## config.mk

```make
export PLATFORM = sky130hd
export DESIGN_NAME = cmd_deser
export DESIGN_NICKNAME = d
export VERILOG_FILES = /design/src/source/mcntrl_pkg.sv /design/src/source/cmd_deser.sv
export SDC_FILE = /design/constraint.sdc
export NUM_CORES = 1
export LEC_CHECK = 0
export ABC_AREA = 1
export BUFFER_PORTS_ARGS = -buffer_cell sky130_fd_sc_hd__buf_4
export CORE_MARGIN = 2
export CORE_UTILIZATION = 45
export CTS_CLUSTER_SIZE = 30
export DETAILED_ROUTE_END_ITERATION = 10
export PLACE_DENSITY = 0.71
export SLEW_MARGIN = 20
export SYNTH_ARGS = -nofsm -noshare
export SYNTH_HDL_FRONTEND = slang
export SYNTH_SLANG_ARGS = --single-unit
```

## constraint.sdc

```tcl
create_clock -name mclk -period 3.3 [get_ports mclk]
set_input_delay 0 -clock mclk [delete_from_list [all_inputs] [get_ports mclk]]
set_output_delay 0 -clock mclk [all_outputs]
set_load 0.005 [all_outputs]
```

## src/source/mcntrl_pkg.sv

```systemverilog
// Shared widths, types and command codes for the frame control block.
// Command and status codes are per channel and follow from the channel index.
// Payload must fit in four status bytes, so frame height is limited to 20 bits.
package mcntrl_pkg;

    localparam int num_chn          = 4;
    localparam int mode_code_base   = 2;      // chn k mode code is 2k+2
    localparam int status_code_base = 3;      // chn k status code is 2k+3
    localparam int status_addr_base = 'h3c;   // packet address byte base
    localparam int pkt_bytes        = 5;      // address + four data bytes

    // mode data bits
    localparam int bit_frame_start = 0;
    localparam int bit_next_page   = 1;
    localparam int bit_suspend     = 2;

    typedef logic [7:0]  cmd_byte_t;
    typedef logic [3:0]  cmd_addr_t;
    typedef logic [15:0] bus_addr_t;
    typedef logic [3:0]  page_t;
    typedef logic [5:0]  seq_t;

    typedef enum logic [1:0] {
        idle,
        pending,
        sending
    } pkt_state_t;

    typedef enum logic {
        arb_idle,
        arb_locked
    } arb_state_t;

endpackage
```

## src/source/cmd_deser.sv

```systemverilog
// Collects three-byte commands: address low, address high, data.
// The strobe comes with the first byte only; a new strobe must wait
// until the previous command has been fully collected.
`timescale 1ns/1ps

module cmd_deser import mcntrl_pkg::*; #(
    parameter bus_addr_t cmd_base_addr = 16'h00f0,
    parameter bus_addr_t cmd_addr_mask = 16'h03f0
) (
    input  logic      mclk,
    input  logic      rst,
    input  cmd_byte_t cmd_ad,
    input  logic      cmd_stb,
    output logic      cmd_we,
    output cmd_addr_t cmd_a,
    output cmd_byte_t cmd_data
);

    logic [1:0] byte_cnt;     // 0 when waiting for strobe
    bus_addr_t  addr_sr;
    logic       addr_match;

    assign addr_match = ((addr_sr ^ cmd_base_addr) & cmd_addr_mask) == '0;

    always_ff @(posedge mclk or posedge rst) begin
        if (rst) begin
            byte_cnt <= 2'd0;
            cmd_we   <= 1'b0;
        end else begin
            cmd_we <= 1'b0;
            if (cmd_stb) begin
                byte_cnt <= 2'd1;
            end else if (byte_cnt == 2'd1) begin
                byte_cnt <= 2'd2;
            end else if (byte_cnt == 2'd2) begin
                byte_cnt <= 2'd0;
                cmd_we   <= addr_match;    // only in-window commands
            end
        end
    end

    always_ff @(posedge mclk) begin
        if (cmd_stb)
            addr_sr[7:0] <= cmd_ad;
        if (byte_cnt == 2'd1)
            addr_sr[15:8] <= cmd_ad;
        if (byte_cnt == 2'd2) begin
            cmd_a    <= addr_sr[$bits(cmd_addr_t)-1:0];
            cmd_data <= cmd_ad;
        end
    end

    // host must not start a new command mid-collection
    a_stb_idle: assert property (@(posedge mclk) disable iff (rst)
        cmd_stb |-> (byte_cnt == 2'd0));

endmodule

```

## After elaboration in Yosys (flattened, before gate mapping)

Index checks and enable logic that the tools add are counted.

| word-level totals | value |
|---|---|
| output and inout bits | 13 |
| bits in registers | 25 |

| cells by class | value |
|---|---|
| reduce and logical (&&, ||, !) cells | 2 |
| equality and inequality tests | 2 |
| bitwise operators | 1 |
| muxes and demuxes | 6 |

Operator list:

| cell | count |
|---|---|
| zero test 16 bit | 1 |
| 2-to-1 mux 2 bit | 3 |
| inverter 4 bit | 1 |
| 2-to-1 mux 1 bit | 3 |
| nonzero test 3 bit | 1 |
| == test 2 x 1 -> 1 bit (second input constant) | 1 |
| == test 2 bit (second input constant) | 1 |

## Logic depth before layout (Yosys ltp)

Gate-level depths: netlist (run 1).

| logic depth | value |
|---|---|
| depth after elaboration | 5 |
| mapped depth | 4 |
| gate-level depth less buffers | 4 |

## Worst setup path after synthesis (run 1)

No wires, ideal clock.

| path | value |
|---|---|
| path kind | register to register |
| from | register byte_cnt[0] |
| to | register cmd_a[0], enable pin |
| path buffers | 0 |
| arrival time | 785 ps |
| library setup time | 371 ps |
| path slack | 2144 ps |
| cell stages (with the launch flop) | 2 |
| path through | dfrtp_1 nor2_2 |

| on the way | value |
|---|---|
| cells in the longest elaborated chain, start to end | 1 |

RTL lines:

| element | RTL line | text |
|---|---|---|
| start, declared | cmd_deser.sv:19 | `logic [1:0] byte_cnt;` |
| start signal, assigned | cmd_deser.sv:27 | `byte_cnt <= 2'd0;` |
| start signal, assigned | cmd_deser.sv:32 | `byte_cnt <= 2'd1;` |
| start signal, assigned | cmd_deser.sv:34 | `byte_cnt <= 2'd2;` |
| == test 2 bit | cmd_deser.sv:47 | `if (byte_cnt == 2'd2) begin` |
| end signal, assigned | cmd_deser.sv:48 | `cmd_a <= addr_sr[$bits(cmd_addr_t)-1:0];` |
| end, declared | cmd_deser.sv:15 | `output cmd_addr_t cmd_a,` |

Every way passes these cells.
A chain may end at the register's enable or synchronous reset.

## Final worst setup path (run 1)

Ends and elaborated chain as after synthesis.

==> metrics, run 1 <==
post-DR wirelength/cell=about 12 um; first-pass GRT wire length=between 1.5 and 2 mm; clock sink count=25; drt total wl=between 1 and 1.5 mm; Starting DRT DRC Count=13; fmax=around 760 MHz; Setup CP Type=reg2reg; CTS tree=built; DR DRC count=0; Yosys warning count=0; delay-heaviest family, CP=simple AND/OR/NAND/NOR gates; vias per cell=~4.4; CP max stage delay=approximately 540 ps; RSZ-0062 raised after global routing=no; nature of the critical path endpoint=register; DR vias=around 450; post-CTS sizing=0; GRT Total Usage=12.93%; Seq pwr share=between 60% and 70%; Longest Clk Path Bufs=2; Final TNS setup=0 ps; initial antenna violation count=0; CP Buf/Inv Count=0; Fin Hold WS=95.88 ps; Die Span X=46.45 um; Worst Tran Pin Value=between 600 and 700 ps; Slowest-stage cell, CP=nor2_2; CP arrival=between 1000 and 1500 ps; FP Rows=15; layout cell share with drive strength beyond 1=between 30% and 40%; Placement Cell Area=approximately 1000 um^2; CP startpoint kind=register; Logic pwr share=under 10%; Leak Pwr=around 0.45 nW; final-stage net count=89; post-synthesis instance total=40; I/O pins=24; dpl hpwl=between 700 and 800 um; Worst EP required=approximately 3300 ps; Clock Latency Late Sink=310 ps; syn_area_per_cell=a little over 20 um^2; Cell variety after synth=11; Core Box Area=1708 um^2; IO buf count=23; status=finished, final reports clean; vias in the first global route=around 390; Die Ht=46.45 um; Cell Chain, Critical Path=nor2_2; Synth-to-Final Area Change=40.74%; worst-path fanout max=13; Initial Utilization=around 47%; worst hold path class=in2async; Synth Area in Compound Gates=less than 1%; reg2reg end=cmd_a[0]; CTS Hold Bufs=10; Slew Limit Fails=0; post-synthesis simple-gate area fraction=5.556%; gr ovfl total=0; Rel. slew slack=between 50% and 60%; Worst Skew=~11 ps; Reg clk slew, reported paths=approximately 130 ps; reg2reg start=byte_cnt[0]; post-route ant nets=0; postcts setup bufs=0; post-layout util=between 60% and 70%; Post-Syn Area=slightly above 800 um^2; mux cell area share after synthesis=0%; Root Driver=clkbuf_4; Final Setup Violations=0; htree depth=1; post-synthesis adder-cell area fraction=0%; R2R Setup Slk=1980 ps; Seq/Total Area, Yosys=about nine tenths; maxcap violations=0; Pwr Density=about 470 nW/um^2; R2R depth=1; Sw Pwr=around 100 uW; Max IR drop VDD=between 0.0003 and 0.0004 V; Placer Congestion=about 0.70; DIE AREA=roughly 2200 um^2; XOR/XNOR share of the synthesized area=0%; largest net degree at the start of global routing=14; register bit count reported by yosys=25; n_diodes=0; internal power=around 430 uW; Post-Syn Nets=about 50; Switching Share=slightly below 20%; Num CTS Buffers=3; clock power share=a little under a quarter; first-pass iteration count of the detailed router=4; final instance area=1141 um^2; largest family of logic cells by synthesized area=simple AND/OR/NAND/NOR gates; Hold Vio Cnt, Final=0; fin crit period=between 1000 and 1500 ps; part of the cycle the worst path needs=roughly two fifths
## flip-flops by register name (all words and copies together), names as in the netlist
name      flops
cmd_a         4
addr_sr      10
byte_cnt      2
cmd_we        1
cmd_data      8
## power by group through the flow
stage	registers [mW]	clock network, mW	logic (mW)
after floorplan	0.375	0	0.00887
after global placement	0.375	0	0.0311
after detailed placement	0.376	0	0.0317
after CTS	0.369	0.129	0.0412
after global routing	0.370	0.145	0.0448
final	0.369	0.129	0.0409
## worst max path at each step
stage	cells after the start	startpoint	end
2_1_floorplan	1	byte_cnt[0]	cmd_a[0]
3_3_place_gp	1	byte_cnt[0]	cmd_a[0]
3_5_place_dp	1	byte_cnt[0]	cmd_data[2]
4_1_cts	1	byte_cnt[0]	cmd_a[2]
5_1_grt	1	byte_cnt[0]	cmd_a[0]
6_report	1	byte_cnt[0]	cmd_a[0]
## kinds of logic after synthesis
| logic type | count (synthesis) |
|---|---|
| flops | 25 |
| simple gates | 8 |
| buf+inv | 6 |
| compound gates | 1 |
## metal layers
layer | share of wire, % | track usage (%) | vias up | wire, um
met5 | 0 | 0 | - | 0
met4 | 0.65 | 8.571 | 0 | 8
met3 | 4.1 | 4.706 | 2 | 50
met2 | 55 | 21.94 | 13 | 675
met1 | 40 | 13.10 | 218 | 493
li1 | - | - | 213 | -
## Yosys cell counts
library cell   n  share of area (%)
nand2_1        1               0.46
o21bai_1       1               0.93
inv_1          4                1.9
nor2_1         3                1.4
nor2_2         2                1.5
dfrtp_1        3                9.3
edfxtp_1      22                 81
nand3b_1       1               0.93
clkinv_1       1               0.46
inv_2          1               0.46
nand3_2        1                1.2
## metrics by stage
stage | power, mW | setup WS (ps) | cells
after global routing | 0.5594 | 1905 | 102
final | 0.5386 | 1980 | 102
after detailed placement | 0.4074 | 1980 | 88
after floorplan | 0.3843 | 2144 | 40
after global placement | 0.4058 | 2031 | 88
after CTS | 0.5384 | 1958 | 102
## cell usage in the layout (no fill, tap or decap)
cell / synthesis / layout
nor2_1: 3 / 3
nand3b_1: 1 / 1
o21bai_1: 1 / 1
clkinv_1: 1 / 1
edfxtp_1: 22 / 22
nand2_1: 1 / 1
dfrtp_1: 3 / 3
clkbuf_1: 0 / 1
inv_2: 1 / 1
buf_4: 0 / 23
dlygate4sd3_1: 0 / 10
clkbuf_4: 0 / 3
inv_1: 4 / 4
nand3_2: 1 / 1
nor2_2: 2 / 2
## layout make-up
type	count	area [um^2]
sequential	25	735.7
timing repair buffer	33	272.8
inverter	6	22.52
fill	115	566.8
tap	25	31.28
multi-input combinational	9	52.55
clock buffer	4	26.28
Note: power is estimated with default switching activity, not from simulation.
==> run 2: changes to the inputs <==
--- a/config.mk
+++ b/config.mk
@@ -8,7 +8,7 @@
 export ABC_AREA = 1
 export BUFFER_PORTS_ARGS = -buffer_cell sky130_fd_sc_hd__buf_4
 export CORE_MARGIN = 2
-export CORE_UTILIZATION = 45
+export CORE_UTILIZATION = 43
 export CTS_CLUSTER_SIZE = 30
 export DETAILED_ROUTE_END_ITERATION = 10
 export PLACE_DENSITY = 0.71
==> constraint.sdc (replaced) <==
create_clock -name mclk -period 1.1 [get_ports mclk]
set_input_delay 0 -clock mclk [delete_from_list [all_inputs] [get_ports mclk]]
set_output_delay 0 -clock mclk [all_outputs]
set_load 0.005 [all_outputs]
==> run 2 against run 1 <==
  * Flip-flop and latch count stayed put
  * Sequential power rose to 3.0 times the previous value
  * Design area rose by 2.2%
  * Clock power rose to 2.9 times the previous value
  * Worst hold slack improved by 28 ps
  * Setup slack lost 1900 ps
  * First-iteration DRC count is 92% lower
  * Critical endpoint is now cmd_data[7]
==> metrics, run 2 (synthesis results as in run 1) <==
DR vias=436 (-2.2%); postcts setup bufs=0 (unchanged); Die Ht=47.42 um (+2.1%); DR DRC count=0 (unchanged); n_diodes=0 (unchanged); Worst EP required=1130 ps (-2120 ps); clock power share=23.1% (-0.9 points); Setup CP Type=reg2reg; CP startpoint kind=register; clock sink count=25 (unchanged); vias in the first global route=409 (+3.8%); GRT Total Usage=11.95% (-0.98 points); Longest Clk Path Bufs=2 (unchanged); Root Driver=clkbuf_4; Core Box Area=1745 um^2 (+2.2%); Largest register FFs=10 (unchanged); Initial Utilization=46.45% (-1.0 points); Switching Share=18.67% (-0.69 points); Slew Limit Fails=0 (unchanged); Rel. slew slack=86.58% (+30 points); final-stage net count=90 (+1.1%); fin crit period=989.1 ps (-330.8 ps); post-route ant nets=0 (unchanged); RSZ-0062 raised after global routing=no; Final Setup Violations=0 (unchanged); initial antenna violation count=0 (unchanged); Worst Skew=1.315 ps (-9.319 ps); Final TNS setup=0 ps (unchanged); first-pass GRT wire length=1.752 mm (+2.0%); reg2reg start=byte_cnt[0]; post-DR wirelength/cell=11.83 um (-1.6%); Filler cells=132 (+15%); layout cell share with drive strength beyond 1=39.74% (+0.78 points); Post-Place Cells=89 (+1.1%); first-pass iteration count of the detailed router=2 (-2); Synth-to-Final Area Change=43.83%; fmax=1011 MHz (+33%); FP Rows=15 (unchanged); Hold Vio Cnt, Final=0 (unchanged); I/O pins=24 (unchanged); dpl hpwl=800.7 um (+5.1%); status=finished, final reports clean; gr ovfl total=0 (unchanged); Seq pwr share=68.6% (+0.2 points); worst-path fanout max=13 (unchanged); part of the cycle the worst path needs=89.92% (+50 points); IO buf count=23 (unchanged); maxcap violations=0 (unchanged); total power=1.611 mW (+200%); crit path launch=byte_cnt[0]; largest net degree at the start of global routing=14 (unchanged); Largest Register=addr_sr; worst hold path class=in2async; drt total wl=1.219 mm (-0.65%); nature of the critical path endpoint=register; Pwr Density=1381 nW/um^2 (+190%); CP arrival=1020 ps (-250 ps); Reg clk slew, reported paths=120 ps (about the same); commonest cells after routing, fill and taps aside=buf_4, edfxtp_1, dlygate4sd3_1, inv_1; Placer Congestion=0.6507 (-7.3%); Leak Pwr=0.4634 nW (+2.0%); Die Span X=47.42 um (+2.1%); Worst Tran Pin Value=200.6 ps (-451.7 ps); Max IR drop VDD=0.0008331 V (+150%); CTS Hold Bufs=10 (unchanged); top flop regs=addr_sr x10, cmd_data x8, cmd_a x4; Num CTS Buffers=3 (unchanged); post-CTS sizing=0 (unchanged); commonest non-fill, non-tap cell in the layout=buf_4; internal power=1.310 mW (+200%); Clock Latency Late Sink=300 ps (about the same); vias per cell=4.233 (-3.2%); Starting DRT DRC Count=1 (-12); CTS tree=built; DIE AREA=2249 um^2 (+4.2%); non-filler instance count after layout=103 (+0.98%); Sw Pwr=300.8 uW (+190%); Logic pwr share=8.3% (+0.7 points); Fin Hold WS=124.1 ps (+28.21 ps); htree depth=1 (unchanged)
run 2: cell count changes in the layout (fill, tap and decap cells not counted):
cell / delta
nor2_4: +1
nor2_2: -1
buf_12: +1
run 2: worst paths after layout:
path                          endpoint  slack, ps  cells after the start
max                        cmd_data[7]        110                      2
max in group asynchronous       cmd_we        840                      3
min reg2reg                   cmd_a[2]        430                      0
max reg2reg                cmd_data[7]        110                      2
min in group mclk          cmd_data[4]        430                      2
min                        byte_cnt[1]        120                      3
run 2: layout make-up:
cell class	instances	area (um^2)	share of cell area, %
timing repair buffer	34	292.8	25.11
inverter	6	22.52	1.931
sequential	25	735.7	63.09
tap	25	31.28	2.682
clock buffer	4	26.28	2.253
multi-input combinational	9	57.56	4.936
run 2: routing by layer:
metal	routed length [um]	vias up	GRT usage, %
met5	0	-	0
met4	6	0	6.667
met3	81	2	3.019
met2	665	15	20.54
met1	465	203	13.52
li1	-	216	-
run 2: power by group through the flow:
stage | logic (mW) | clock network [mW] | registers (mW)
3_5_place_dp | 0.107 | 0 | 1.13
5_1_grt | 0.147 | 0.429 | 1.11
3_3_place_gp | 0.103 | 0 | 1.13
2_1_floorplan | 0.0282 | 0 | 1.13
4_1_cts | 0.135 | 0.399 | 1.11
6_report | 0.134 | 0.372 | 1.11
run 2: metrics by stage:
stage	setup slack [ps]	instance area (um^2)	util, %
after floorplan	96.11	815.8	-
after global placement	136.6	1040	59.57
after detailed placement	115.6	1040	59.57
after CTS	99.84	1166	66.81
after global routing	84.90	1166	66.81
final	110.9	1166	66.81
run 2: critical path, cell delays in order (launching register included):
cell,delay (ps)
dfrtp_1,430
nor2_4,140
buf_12,150
