### src/source/mcntrl_pkg.sv
// Shared widths, types and command codes for the frame control block.
// Command and status codes are per channel and follow from the channel index.
// Payload must fit in four status bytes, so frame height is limited to 20 bits.
package mcntrl_pkg;

    localparam int num_chn          = 4;
    localparam int mode_code_base   = 2;      // chn k mode code is 2k+2
    localparam int status_code_base = 3;      // chn k status code is 2k+3
    localparam int status_addr_base = 'h3c;   // packet address byte base
    localparam int pkt_bytes        = 5;      // address + four data bytes

    // mode data bits
    localparam int bit_frame_start = 0;
    localparam int bit_next_page   = 1;
    localparam int bit_suspend     = 2;

    typedef logic [7:0]  cmd_byte_t;
    typedef logic [3:0]  cmd_addr_t;
    typedef logic [15:0] bus_addr_t;
    typedef logic [3:0]  page_t;
    typedef logic [5:0]  seq_t;

    typedef enum logic [1:0] {
        idle,
        pending,
        sending
    } pkt_state_t;

    typedef enum logic {
        arb_idle,
        arb_locked
    } arb_state_t;

endpackage
### src/source/frame_channel.sv
// One channel: mode register, control pulses, page counter, frame flags.
// Command codes are derived from chn_index.
// Status-control data bits 7:6 are ignored; only the sequence number is used.
`timescale 1ns/1ps

module frame_channel import mcntrl_pkg::*; #(
    parameter int chn_index         = 0,
    parameter int frame_height_bits = 16
) (
    input  logic                         mclk,
    input  logic                         rst,
    input  logic                         cmd_we,
    input  cmd_addr_t                    cmd_a,
    input  cmd_byte_t                    cmd_data,
    input  logic                         page_ready,
    input  logic                         frame_done,
    input  logic [frame_height_bits-1:0] line_unfinished,
    output logic                         frame_start,
    output logic                         next_page,
    output logic                         suspend,
    output cmd_byte_t                    status_ad,
    output logic                         status_rq,
    input  logic                         status_start
);

    localparam cmd_addr_t mode_code   = cmd_addr_t'(mode_code_base + 2 * chn_index);
    localparam cmd_addr_t status_code = cmd_addr_t'(status_code_base + 2 * chn_index);

    logic  set_mode;
    logic  status_we;
    seq_t  seq;
    page_t page;
    logic  busy;
    logic  finished;
    logic [frame_height_bits+$bits(page_t)+1:0] payload;

    assign set_mode  = cmd_we && (cmd_a == mode_code);
    assign status_we = cmd_we && (cmd_a == status_code);
    assign seq       = cmd_data[$bits(seq_t)-1:0];
    assign payload   = {page, line_unfinished, finished, busy};

    always_ff @(posedge mclk or posedge rst) begin
        if (rst) begin
            frame_start <= 1'b0;
            next_page   <= 1'b0;
            suspend     <= 1'b0;
        end else begin
            frame_start <= set_mode && cmd_data[bit_frame_start];
            next_page   <= set_mode && cmd_data[bit_next_page];
            if (set_mode)
                suspend <= cmd_data[bit_suspend];    // level, held until next mode write
        end
    end

    always_ff @(posedge mclk or posedge rst) begin
        if (rst) begin
            page     <= '0;
            busy     <= 1'b0;
            finished <= 1'b0;
        end else begin
            if (frame_start)
                page <= '0;
            else if (page_ready)
                page <= page + 1'b1;            // wraps at 16

            if (frame_start && !frame_done) begin
                busy     <= 1'b1;
                finished <= 1'b0;
            end else if (!frame_start && frame_done) begin
                busy     <= 1'b0;
                finished <= 1'b1;
            end
        end
    end

    status_packet #(
        .chn_index         (chn_index),
        .frame_height_bits (frame_height_bits)
    ) u_status (
        .mclk      (mclk),
        .rst       (rst),
        .status_we (status_we),
        .seq       (seq),
        .payload   (payload),
        .start     (status_start),
        .ad        (status_ad),
        .rq        (status_rq)
    );

endmodule

### src/source/status_packet.sv
// Builds one five-byte status packet per status write.
// No back-pressure once start is seen: bytes 1-4 go out on consecutive edges.
// A write during transmission is dropped; while pending it replaces the data.
`timescale 1ns/1ps

module status_packet import mcntrl_pkg::*; #(
    parameter int chn_index         = 0,
    parameter int frame_height_bits = 16
) (
    input  logic                                       mclk,
    input  logic                                       rst,
    input  logic                                       status_we,
    input  seq_t                                       seq,
    input  logic [frame_height_bits+$bits(page_t)+1:0] payload,
    input  logic                                       start,
    output cmd_byte_t                                  ad,
    output logic                                       rq
);

    localparam int        payload_bits = frame_height_bits + $bits(page_t) + 2;
    localparam int        word_bits    = 8 * (pkt_bytes - 1);
    localparam int        ext_bits     = word_bits - $bits(seq_t);
    localparam cmd_byte_t addr_byte    = cmd_byte_t'(status_addr_base + chn_index);

    pkt_state_t              state;
    logic [2:0]              byte_idx;     // byte number being sent, 1..4
    seq_t                    seq_r;
    logic [payload_bits-1:0] payload_r;
    logic [ext_bits-1:0]     payload_ext;
    logic [word_bits-1:0]    word;

    always_comb begin
        payload_ext                   = '0;
        payload_ext[payload_bits-1:0] = payload_r;
    end

    // byte1 = {seq, payload[1:0]}, then payload upward
    assign word = {payload_ext[ext_bits-1:2], seq_r, payload_ext[1:0]};
    assign rq   = (state == pending);

    always_comb begin
        if (state == sending)
            ad = word[8 * (int'(byte_idx) - 1) +: 8];
        else
            ad = addr_byte;
    end

    always_ff @(posedge mclk or posedge rst) begin
        if (rst) begin
            state    <= idle;
            byte_idx <= 3'd0;
        end else begin
            unique case (state)
                idle: begin
                    if (status_we)
                        state <= pending;
                end
                pending: begin
                    if (start) begin
                        state    <= sending;
                        byte_idx <= 3'd1;
                    end
                end
                sending: begin
                    if (byte_idx == 3'(pkt_bytes - 1))
                        state <= idle;
                    byte_idx <= byte_idx + 3'd1;
                end
                default: state <= idle;
            endcase
        end
    end

    always_ff @(posedge mclk) begin
        if (status_we && ((state == idle) || (state == pending && !start))) begin
            seq_r     <= seq;
            payload_r <= payload;
        end
    end

    // router must only acknowledge a pending request
    a_start_rq: assert property (@(posedge mclk) disable iff (rst) start |-> rq);

endmodule

### config.mk
export PLATFORM = sky130hd
export DESIGN_NAME = frame_channel
export DESIGN_NICKNAME = d
export VERILOG_FILES = /design/src/source/mcntrl_pkg.sv /design/src/source/frame_channel.sv /design/src/source/status_packet.sv
export SDC_FILE = /design/constraint.sdc
export NUM_CORES = 1
export LEC_CHECK = 0
export ABC_AREA = 1
export BUFFER_PORTS_ARGS = -buffer_cell sky130_fd_sc_hd__buf_2
export CAP_MARGIN = 25
export CELL_PAD_IN_SITES_DETAIL_PLACEMENT = 1
export CELL_PAD_IN_SITES_GLOBAL_PLACEMENT = 2
export CORE_MARGIN = 4
export CORE_UTILIZATION = 32
export DETAILED_ROUTE_END_ITERATION = 8
export PLACE_DENSITY_LB_ADDON = 0.1
export SYNTH_ARGS = -nofsm -noshare
export SYNTH_HDL_FRONTEND = slang
export SYNTH_SLANG_ARGS = --single-unit
### constraint.sdc
create_clock -name mclk -period 3 [get_ports mclk]
set_input_delay 0.15 -clock mclk [delete_from_list [all_inputs] [get_ports mclk]]
set_output_delay 0.15 -clock mclk [all_outputs]
set_load 0.005 [all_outputs]
After elaboration in Yosys (flattened, before gate mapping)

Index checks and enable logic that the tools add are counted.

Eq/ne operators: 8
Shift-type cells: 1
Order comparisons: 0
Add/subtract/negate cells: 3
Reduce and logical (&&, ||, !) cells: 18
Multipliers: 0
Divide/modulo/power cells: 0
Bitwise logic cells: 0
Mux-type cells: 13

Operators by type and width:

| cell                  | number |
|---|---|
| $shiftx A32 B32 Y8    | 1 |
| $eq A4 B2 Y1 const B  | 2 |
| $logic_and A1 B1 Y1   | 8 |
| $mux W4               | 2 |
| $mux W8               | 1 |
| $mux W2               | 3 |
| $pmux W2 S3           | 1 |
| $pmux W3 S2           | 1 |
| $reduce_bool A2 Y1    | 3 |
| $add A4 B1 Y4 const B | 1 |
| $mux W1               | 4 |
| $ne A2 B1 Y1 const B  | 2 |
| $sub A3 B1 Y4 const B | 1 |
| $add A3 B1 Y3 const B | 1 |
| $eq A3 B3 Y1 const B  | 1 |
| $logic_not A1 Y1      | 3 |
| $mux W3               | 1 |
| $reduce_and A3 Y1     | 1 |
| $eq A2 B1 Y1 const B  | 1 |
| $eq A2 B2 Y1 const B  | 1 |
| $logic_not A2 Y1      | 1 |
| $ne A2 B2 Y1 const B  | 1 |
| $reduce_and A2 Y1     | 1 |
| $logic_or A1 B1 Y1    | 1 |

Memories: 0
ROM bits: 0
Latch bits: 0
Bits in writable memories: 0
Flip-flop bits (word level): 42
Bits of input ports: 34

Logic depth before layout (Yosys ltp)

Gate-level depths: netlist (run 1).

Word-level depth: 4
Depth in mapped cells: 11
Gate-level depth less buffers: 9

Cells and area by module

Synthesis (run 1) repeated with hierarchy kept, for this count alone.

Cells, all modules: 182
Area, all modules: 1895.6 um2

By module, submodules not included:

| module        | cells an instance | seq. area each (um2) | area each (um2) | instances |
|---|---|---|---|---|
| status_packet | 133               | 965.9                | 1475.2          | 1 |
| frame_channel | 49                | 225.2                | 420.4           | 1 |

Least setup slack after synthesis (run 1)

OpenSTA, ideal clock, no wires.

Kind: register to register
Start point: register u_status.state[1]
End point: register u_status.payload_r[0] (enable)
Stages on the path, launching flop included: 3
Clock period less this slack: 2493 ps
Arrival: 2071 ps
Library setup time: 422 ps
Setup slack: 507 ps
Required time: 2578 ps
Cell sequence: dfrtp_1 > or2_2 > a21oi_1

Longest elaborated chain between the ends: 4
Elaborated cells on any way between the ends: 5
Those cells by class: eq/ne (1); reduce/logical (4)

Ends and longest elaborated chain:

| what                    | line                | RTL |
|---|---|---|
| start, declared         | status_packet.sv:25 | `pkt_state_t state;` |
| start signal, assigned  | status_packet.sv:50 | `state <= idle;` |
| start signal, assigned  | status_packet.sv:56 | `state <= pending;` |
| start signal, assigned  | status_packet.sv:60 | `state <= sending;` |
| $eq A2 B1 Y1            | status_packet.sv:75 | `if (status_we && ((state == idle) \|\| (state == pending && !start))) begin` |
| $logic_and A1 B1 Y1     | status_packet.sv:75 |  |
| $logic_or A1 B1 Y1 (*)  | status_packet.sv:75 |  |
| $logic_and A1 B1 Y1 (*) | status_packet.sv:75 |  |
| end signal, assigned    | status_packet.sv:77 | `payload_r <= payload;` |
| end, declared           | status_packet.sv:28 | `logic [payload_bits-1:0] payload_r;` |

Mark *: on every way between the ends. The rest lies on a longest branch, timed or not.
A chain may end at the register's enable or synchronous reset.

Worst setup path after layout (run 1)

Start point: register u_status.byte_idx[0]
End point: output status_ad[3]

Longest elaborated chain between the ends: 3

Ends and longest elaborated chain:

| what                   | line                | RTL |
|---|---|---|
| start, declared        | status_packet.sv:26 | `logic [2:0] byte_idx;` |
| start signal, assigned | status_packet.sv:67 | `byte_idx <= byte_idx + 3'd1;` |
| $sub A3 B1 Y4          | status_packet.sv:43 | `ad = word[8 * (int'(byte_idx) - 1) +: 8];` |
| $shiftx A32 B32 Y8     | status_packet.sv:43 |  |
| $mux W8                | status_packet.sv:42 | `if (state == sending)` |
| end, declared          | frame_channel.sv:21 | `output cmd_byte_t status_ad,` |

Every way passes these cells.

==> metrics.yaml, run 1 <==
timing:
  drv_slew: 0
  rsz0062_at_grt: "no"
  relSlewSlack_pct: 60.0
  setup_viol: 0
  worst_pin_slew_ns: 0.599
  max_freq_ghz: 0.453
  period_share_pct: 73.5
  skew_ns: 0.00422
  fin_setup_tns_ns: 0
  post-route-min-period_ns: 2.21
  hold_slack_ns: 0.0353
  timing_hold_violations_final: 0
worst_setup_path:
  start_kind: "flip-flop"
  endpoint_kind: "primary output"
  cp-startpoint: "u_status.byte_idx[0]"
  cp_cell_sequence: "inv_1, ha_1, inv_2, nand2_1, nand2_1, nand2_1, nand2_1, nand2_1, nand2_1, buf_2"
  critical_path.max_stage_delay_ns: 0.38
  r2r-start: "u_status.state[1]"
  path_common_cell: "nand2_1"
  crit_type: "flip-flop to primary output"
  cp_max_fo: 14
  crit_required_ns: 2.85
  r2r_cells: 4
  r2r_slack_ns: 1.48
  cp.arrival_ns: 2.06
  crit_slowest_cell: "dfrtp_1"
synthesis:
  ys_types: 20
  syn_inst: 192
  synth-compound-area-share_pct: 6.13
  synth_top_area_share_pct: 44.3
  synth_simple_gate_area_share_pct: 20.8
  asyncSetResetFlopFracSynth_pct: 33.3
  yosysMostFrequentCell: "nand2_1"
  ys_seq_area_share_pct: 62.7
  synth_top_area_cell: "edfxtp_1"
  synth_enable_flop_cells: 28
  yosys_warnings: 0
  synthTopCellsByCount: "nand2_1 (63), edfxtp_1 (28), inv_1 (23), nor2_1 (17), dfrtp_1 (14)"
  synth_top_family_by_area: "simple AND/OR/NAND/NOR gates"
  muxShareOfSynthArea_pct: 0
  syn_area_sq_um: 1900
  synth_xor_area_share_pct: 0
  synthFlopType: "edfxtp_1"
  ys_ff_latch: 42
  synth_area_leaders: "edfxtp_1 (44%), dfrtp_1 (18%), nand2_1 (12%), inv_1 (4.5%), nor2_1 (3.4%)"
  avgSynthCellArea_sq_um: 9.89
  syn-num-nets: 231
  synth_fa_ha_area_share_pct: 3.29
clock_network:
  cts_resized: 0
  clk_latency_ns: 0.28
  cts-root-buf: "clkbuf_8"
  hold_buffers: 1
  post-cts-setup-buffer-count: 0
  cts.sinks: 42
  numCtsBuffers: 5
  cts_buffer_depth: 2
  clk_pin_slew_worst_paths_ns: 0.08
  cts.htree.levels: 2
  cts_tree: "yes"
placed_design:
  io_buffers: 43
  routabilityCongestion: 0.766
  place_inst: 305
  dp_hpwl_microns: 3380
  placed_area_sq_um: 2180
route:
  drcViolationCount: 0
  drt_iter0_markers: 28
  wire_per_inst_microns: 13.8
  dr.pass1.iters: 4
  antenna_left: 0
  wl_microns: 4340
  vias: 1418
  avgViaCountPerCell: 4.52
run_status:
  status: "complete, no violations"
global_routing:
  track_usage_pct: 13.2
  grt_max_degree: 29
  antenna_found_initial: 0
  grt_pass1_vias: 1611
  grt_overflow: 0
  grt_pass1_wl_microns: 7500
final_layout:
  final_layout_size_suffix_gt1_share_pct: 25.6
  nets: 280
  n_fill_cell: 672
  diodes: 0
  design_area_sq_um: 2280
  stdcell_count: 314
  syn2layout_area_growth_pct: 20.2
die:
  start_util_pct: 33.7
  die_y_microns: 85.0
  die-area_sq_um: 7230
  core_area_sq_um: 5640
  fp-row-count: 27
  fp.dieW_microns: 85.0
  pin_count: 46
power:
  power.leakage_nw: 1.08
  power.total_mw: 1.89
  vdd_drop_max_v: 0.000292
  power.density_nw_per_um2: 826
min_path:
  hold_path.startpoint: "line_unfinished[0]"
  hold_depth: 1
  min_path_type: "primary input to flip-flop"
run:
  drv_cap: 0
[final cells by class]
| type | instances | area, sq um | area share, % |
|---|---|---|---|
| clock buffer | 7 | 86.3 | 3.78 |
| clock inverter | 1 | 5.00 | 0.219 |
| inverter | 25 | 93.8 | 4.11 |
| multi-input combinational | 121 | 577 | 25.3 |
| sequential | 42 | 1190 | 52.2 |
| tap | 72 | 90.1 | 3.95 |
| timing repair buffer | 46 | 240 | 10.5 |
[sequential cells by signal (all words and copies together), names as in the netlist]
signal and count:
busy 1, frame_start 1, next_page 1, suspend 1, u_status.seq_r 6, page 4, u_status.payload_r 22, u_status.byte_idx 3
finished 1, u_status.state 2
[worst paths after layout]
| path | endpoint |
|---|---|
| min in group asynchronous | u_status.state[1] |
| max | status_ad[3] |
| min | u_status.payload_r[2] |
| min reg2reg | u_status.payload_r[1] |
| max in group asynchronous | page[0] |
| max reg2reg | u_status.payload_r[7] |
[cell usage in the layout (no fill, tap or decap), types with 2 or more instances in the layout]
cell type,n
dfrtp_1,14
nand2_1,63
buf_4,2
nor2_1,17
nand2_2,2
edfxtp_1,28
o21ai_0,5
clkbuf_8,6
ha_1,5
o21ai_2,2
nand3_1,8
buf_2,43
inv_1,23
nand4_1,2
a21oi_1,10
inv_2,2
nor2_4,2
[kinds of logic (layout without fill, tap and decap cells)]
family          after synthesis  count (layout)
buf+inv                      29              79
simple gates                 95              95
compound gates               21              21
fa+ha+maj                     5               5
flops                        42              42
[power by group]
group / switching (mW) / internal, mW / leakage (nW)
logic: 0.515 / 0.267 / 0.609
clock network: 0.184 / 0.186 / 0.0482
registers: 0.0487 / 0.686 / 0.426
total: 0.748 / 1.14 / 1.08
[critical path: cells and delay by family (launching register included)]
family / cells / cell delay, ns
adder cells (fa/ha/maj): 1 / 0.38
AND/OR/NAND/NOR: 6 / 0.41
flip-flops: 1 / 0.38
buffers and inverters: 3 / 0.57
[metal layers]
layer	part of all wire (%)	track usage (%)
met1	43	15.7
met2	52	23.4
met3	3.5	2.62
met4	1.6	4.75
met5	0	0
[metrics by stage]
stage	setup WS, ns	util, %
floorplan	0.507	-
global placement	1.17	38.7
detailed placement	1.09	38.7
CTS	0.778	40.5
global route	0.622	40.5
finish	0.795	40.5
Note: power is estimated with default switching activity, not from simulation.
==> inputs of run 2 (changes only) <==
CORE_UTILIZATION = 29   (was 32)
clock period = 2 ns   (was 3 ns; I/O delays follow)
==> run 2 against run 1 <==
Compared with the run above: hold slack better by 0.048 ns; sequential power is 51% higher; cell count is 9.2% higher; clock skew is 0.0017 ns lower; setup slack worse by 0.58 ns; critical path depth is 1 lower; sequential share of layout area is 6.3 points lower; clock power is 94% higher; critical endpoint is now status_ad[2]; largest cell class unchanged.
==> metrics.yaml, run 2 (same netlist as run 1, synthesis figures left out) <==
timing:
  period_share_pct: 89.4
  skew_ns: 0.00254  # -0.00168 ns
  relSlewSlack_pct: 62.6  # +2.6 points
  worst_pin_slew_ns: 0.560  # -0.0390 ns
  timing_hold_violations_final: 0  # unchanged
  setup_viol: 0  # unchanged
  post-route-min-period_ns: 1.79
  max_freq_ghz: 0.559
  drv_slew: 0  # unchanged
die:
  pin_count: 46  # unchanged
  die_y_microns: 88.9  # +4.6%
  fp.dieW_microns: 88.9  # +4.6%
  core_area_sq_um: 6350  # +13%
  die-area_sq_um: 7910  # +9.4%
  start_util_pct: 29.9  # -3.8 points
  fp-row-count: 29  # +7.4%
power:
  seqPwrFrac_pct: 35.3  # -3.7 points
  power.leakage_nw: 1.21  # +11%
  power.density_nw_per_um2: 1210  # +46%
  intPower_mw: 1.97  # +73%
  power.total_mw: 3.14  # +66%
  pwr-share-clk_pct: 22.9  # +3.3 points
  p_sw_mw: 1.17  # +56%
  vdd_drop_max_v: 0.000520  # +78%
  p_sw_share_pct: 37.1  # -2.5 points
  pwr-share-comb_pct: 41.7  # +0.3 points
route:
  wl_met1_microns: 2060  # +12%
  antenna_left: 0  # unchanged
  wire_per_inst_microns: 12.5  # -9.2%
  dr_wl_met3_microns: 265  # +75%
  avgViaCountPerCell: 4.32  # -4.4%
  drcViolationCount: 0  # unchanged
  wl_met2_microns: 1930  # -15%
  wl_microns: 4300  # -0.81%
  top_layer_used: "met4"
  dr.pass1.iters: 4  # unchanged
  vias: 1481  # +4.4%
  drt_iter0_markers: 45  # +61%
clock_network:
  clk_pin_slew_worst_paths_ns: 0.08  # about the same
  cts.sinks: 42  # unchanged
  numCtsBuffers: 5  # unchanged
  cts.htree.levels: 2  # unchanged
  clk_latency_ns: 0.29  # about the same
  cts_tree: "yes"
  cts-root-buf: "clkbuf_8"
  cts_buffer_depth: 2  # unchanged
final_layout:
  largest_reg_flops: 22  # unchanged
  seqCellArea_sq_um: 1190  # unchanged
  biggestRegsByFlops: "u_status.payload_r (22), u_status.seq_r (6), page (4)"
  final_common_cell: "nand2_1"
  top_register: "u_status.payload_r"
  syn2layout_area_growth_pct: 36.7
  finalCoreUtilization_pct: 40.9  # +0.41 points
  diodes: 0  # unchanged
  final_layout_size_suffix_gt1_share_pct: 25.6  # -0.056 points
  multi_input_area_sq_um: 589  # +2.2%
  design_area_sq_um: 2600  # +14%
  final_cell_mix: "nand2_1 (63), buf_2 (43), edfxtp_1 (28), dlygate4sd3_1 (23), inv_1 (21)"
  n_fill_cell: 747  # +11%
  nets: 304  # +8.6%
  stdcell_count: 343  # +9.2%
run:
  drv_cap: 0  # unchanged
global_routing:
  track_usage_pct: 11.9  # -1.3 points
  grt_overflow: 0  # unchanged
  antenna_found_initial: 0  # unchanged
  grt_pass1_wl_microns: 7160  # -4.5%
  grt_pass1_vias: 1524  # -5.4%
  grt_max_degree: 29  # unchanged
worst_setup_path:
  cp.arrival_ns: 1.69  # -0.37 ns
  start_kind: "flip-flop"
  crit_type: "flip-flop to primary output"
  path_common_cell: "nand2_1"
  crit_slowest_cell: "dfrtp_1"
  critical_path.max_stage_delay_ns: 0.40  # +0.02 ns
  cp_cell_sequence: "inv_2, ha_4, buf_4, nand2_1, nand3_1, nand2_1, nand2_1, nand2_1, buf_2"
  cp_max_fo: 7  # -7
  endpoint_kind: "primary output"
  crit_required_ns: 1.90  # -0.95 ns
placed_design:
  placed_area_sq_um: 2210  # +1.2%
  place_inst: 311  # +2.0%
  io_buffers: 43  # unchanged
  dp_hpwl_microns: 3140  # -7.2%
  routabilityCongestion: 0.735  # -4.0%
run_status:
  status: "complete, no violations"
min_path:
  min_path_type: "primary input to flip-flop"
## run 2: cell types whose count changed in the layout (fill, tap and decap cells not counted), sizes merged
| cell | before | now |
|---|---|---|
| dlygate4sd3 | 1 | 23 |
| buf | 45 | 47 |
| clkbuf | 7 | 8 |
| inv | 25 | 24 |
## run 2: routing by layer
layer | GRT usage, % | vias to the layer above
met5 | 0 | -
met4 | 3.65 | 0
met3 | 3.59 | 5
met2 | 18.9 | 35
met1 | 15.6 | 679
li1 | - | 762
## run 2: critical path, delay by kind of cell (launching register included)
family / cells / cell delay, ns
adder cells (fa/ha/maj): 1 / 0.24
buffers and inverters: 3 / 0.41
flip-flops: 1 / 0.40
AND/OR/NAND/NOR: 5 / 0.34
## run 2: power by group through the flow
stage	registers, mW	logic (mW)	clock network, mW
2_1_floorplan	1.10	0.945	0
3_3_place_gp	1.12	1.21	0
3_5_place_dp	1.13	1.22	0
4_1_cts	1.11	1.28	0.755
5_1_grt	1.12	1.54	0.797
6_report	1.11	1.31	0.719
## run 2: worst paths after layout
check	startpoint	end	slack (ns)	depth (start not counted)
worst min-delay path	status_start	u_status.state[1]	0.08	3
max in group asynchronous	rst	finished	1.24	3
min in group asynchronous	rst	suspend	0.39	3
worst max register to register	u_status.state[1]	u_status.payload_r[15]	0.58	3
worst max-delay path	u_status.byte_idx[0]	status_ad[2]	0.21	9
worst min register to register	finished	u_status.payload_r[1]	0.45	0
## run 2: area by class of cell
| class | instances | area share [%] |
|---|---|---|
| tap | 77 | 3.71 |
| multi-input combinational | 121 | 22.7 |
| sequential | 42 | 45.9 |
| timing repair buffer | 70 | 18.8 |
| inverter | 25 | 3.81 |
| clock buffer | 8 | 5.11 |
## run 2: repair_timing
action                                  CTS  global route
buffers inserted                          0             1
hold endpoints to repair                 36             0
hold buffers                             23             0
endpoints found under the setup margin    2             5
pin swaps                                 0             0
gates resized for setup                   1             4
## run 2: metrics by stage
step	setup TNS, ns	hold WS (ns)	setup slack (ns)
floorplan	0	-0.0108	0.0644
global placement	0	0.193	0.358
detailed placement	0	0.187	0.329
CTS	0	0.0665	0.0643
global route	-0.00653	0.0653	-0.00653
finish	0	0.0829	0.212
==> inputs of run 3 (changes only) <==
--- a/constraint.sdc
+++ b/constraint.sdc
@@ -3,2 +3,2 @@
 set_output_delay 0.1 -clock mclk [all_outputs]
-set_load 0.005 [all_outputs]
+set_load 0.02 [all_outputs]
==> run 3 against run 2 <==
Compared with the run above: sequential share of layout area barely moved; core utilization hardly changed; setup slack got worse by 0.066 ns; power fell by 0.71%; global-route usage about the same; routed wire length increased by 2.6%; via count rose by 0.74%; first-iteration DRC count up 27%; critical path type unchanged; largest cell class unchanged; largest power group unchanged.
==> metrics.yaml, run 3 (same netlist as run 1, synthesis figures left out) <==
worst_setup_path:
  cp_max_fo: 4  # -3
  path_common_cell: "nand2_1"
  crit_type: "flip-flop to primary output"
  cp_cell_sequence: "inv_2, buf_6, ha_2, inv_1, nand2_1, nand2_2, buf_4, nor2_1, nand2_1, nand2_1, buf_2"
  critical_path.max_stage_delay_ns: 0.39  # about the same
  cp_top_family: "buffers and inverters"
  crit_required_ns: 1.90  # about the same
  cp.arrival_ns: 1.75  # +0.06 ns
  cp.buffers_inverters: 5  # +2
  start_kind: "flip-flop"
  endpoint_kind: "primary output"
  crit_slowest_cell: "dfrtp_1"
die:
  die_y_microns: 88.9  # unchanged
  pin_count: 46  # unchanged
  fp.dieW_microns: 88.9  # unchanged
  die-area_sq_um: 7910  # unchanged
  fp-row-count: 29  # unchanged
  core_area_sq_um: 6350  # unchanged
  start_util_pct: 29.9  # unchanged
placed_design:
  dp_hpwl_microns: 3160  # +0.53%
  routabilityCongestion: 0.706  # -3.9%
  placed_area_sq_um: 2220  # +0.68%
  place_inst: 312  # +0.32%
  io_buffers: 43  # unchanged
final_layout:
  final_layout_size_suffix_gt1_share_pct: 26.8  # +1.2 points
  final_common_cell: "nand2_1"
  biggestRegsByFlops: "u_status.payload_r (22), u_status.seq_r (6), page (4)"
  syn2layout_area_growth_pct: 36.8  # about the same
  stdcell_count: 346  # +0.87%
  largest_reg_flops: 22  # unchanged
  top_register: "u_status.payload_r"
  diodes: 0  # unchanged
  nets: 307  # +0.99%
  finalCoreUtilization_pct: 40.9  # about the same
  design_area_sq_um: 2600  # about the same
  final_cell_mix: "nand2_1 (63), buf_2 (41), edfxtp_1 (28), dlygate4sd3_1 (23), inv_1 (21)"
timing:
  skew_ns: 0.00297  # +0.000427 ns
  timing_hold_violations_final: 0  # unchanged
  period_share_pct: 92.7  # +3.3 points
  drv_slew: 0  # unchanged
  post-route-min-period_ns: 1.85  # +0.0664 ns
  rsz0062_at_grt: "no"
  hold_slack_ns: 0.0689  # -0.0140 ns
  worst_pin_slew_ns: 0.566  # +0.00595 ns
  setup_viol: 0  # unchanged
  relSlewSlack_pct: 62.2  # -0.40 points
  fin_setup_tns_ns: 0  # unchanged
  max_freq_ghz: 0.539  # -3.6%
global_routing:
  grt_use_met2_pct: 19.0  # +0.067 points
  grt_pass1_vias: 1507  # -1.1%
  grt_max_degree: 29  # unchanged
  grt_use_met3_pct: 3.13  # -0.46 points
  grt_pass1_wl_microns: 7200  # +0.47%
  antenna_found_initial: 0  # unchanged
  grt_overflow: 0  # unchanged
  top_usage_layer: "met2"
  grtUsageMet1_pct: 16.1  # +0.43 points
  track_usage_pct: 11.9  # about the same
run:
  drv_cap: 0  # unchanged
clock_network:
  clk_pin_slew_worst_paths_ns: 0.08  # about the same
  cts-root-buf: "clkbuf_8"
  cts_tree: "yes"
  cts.htree.levels: 2  # unchanged
  clk_latency_ns: 0.29  # about the same
  numCtsBuffers: 5  # unchanged
  cts_buffer_depth: 2  # unchanged
  cts.sinks: 42  # unchanged
route:
  wire_per_inst_microns: 12.8  # +1.7%
  drcViolationCount: 0  # unchanged
  drt_iter0_markers: 57  # +27%
  avgViaCountPerCell: 4.31  # -0.13%
  antenna_left: 0  # unchanged
  dr.pass1.iters: 4  # unchanged
  wl_microns: 4410  # +2.6%
  vias: 1492  # +0.74%
power:
  vdd_drop_max_v: 0.000545  # +4.8%
  power.density_nw_per_um2: 1200  # -0.81%
  power.leakage_nw: 1.21  # about the same
min_path:
  min_path_type: "primary input to flip-flop"
run_status:
  status: "complete, no violations"
## run 3: cell types whose count changed in the layout (fill, tap and decap cells not counted)
| cell | delta |
|---|---|
| inv_4 | +1 |
| clkbuf_16 | -2 |
| buf_4 | +4 |
| ha_2 | +1 |
| a21oi_2 | -1 |
| a21oi_4 | +1 |
| buf_2 | -2 |
| clkinv_2 | +1 |
| ha_1 | -1 |
| buf_6 | +1 |
## run 3: stage by stage
stage	worst slack, ns	total power, mW
after floorplan	0.126	2.13
after detailed placement	0.307	2.44
after CTS	0.0469	3.08
after global routing	0.00425	3.40
final	0.146	3.12
after global placement	0.366	2.43
## run 3: final timing paths
kind	start	to	slack, ns	cells after the start
min in group asynchronous	rst	suspend	0.40	3
max in group asynchronous	rst	u_status.byte_idx[2]	1.23	3
max	u_status.byte_idx[0]	status_ad[5]	0.15	11
min	status_start	u_status.state[1]	0.07	3
max reg2reg	u_status.state[1]	u_status.seq_r[4]	0.57	4
min reg2reg	finished	u_status.payload_r[1]	0.45	0
## run 3: per-layer routing
layer  up-vias  wire (microns)
li1        773               -
met5         -               0
met2        35            2030
met1       680            2070
met3         4             280
met4         0              31
## run 3: area by class of cell
type / count / area [sq um]
Clock buffer: 6 / 82.6
Clock inverter: 2 / 11.3
Fill cell: 742 / 3750
Inverter: 25 / 98.8
Multi-Input combinational cell: 121 / 599
Sequential cell: 42 / 1190
Tap cell: 77 / 96.3
Timing Repair Buffer: 73 / 519
## run 3: repair_timing
action,CTS,global route
gates resized for setup,1,8
pin swaps,0,4
endpoints found under the setup margin,2,5
buffers inserted,0,3
gates cloned,0,0
hold buffers,23,0
endpoints found under the hold margin,36,0
## run 3: tightest hold or removal path: stages
cell	delay (ns)
buf_2	0.09
nand2_1	0.08
nand2_1	0.07
## run 3: power by group
group / internal [mW] / switching [mW]
Combinational: 0.552 / 0.886
Clock: 0.278 / 0.291
Sequential: 1.03 / 0.0779
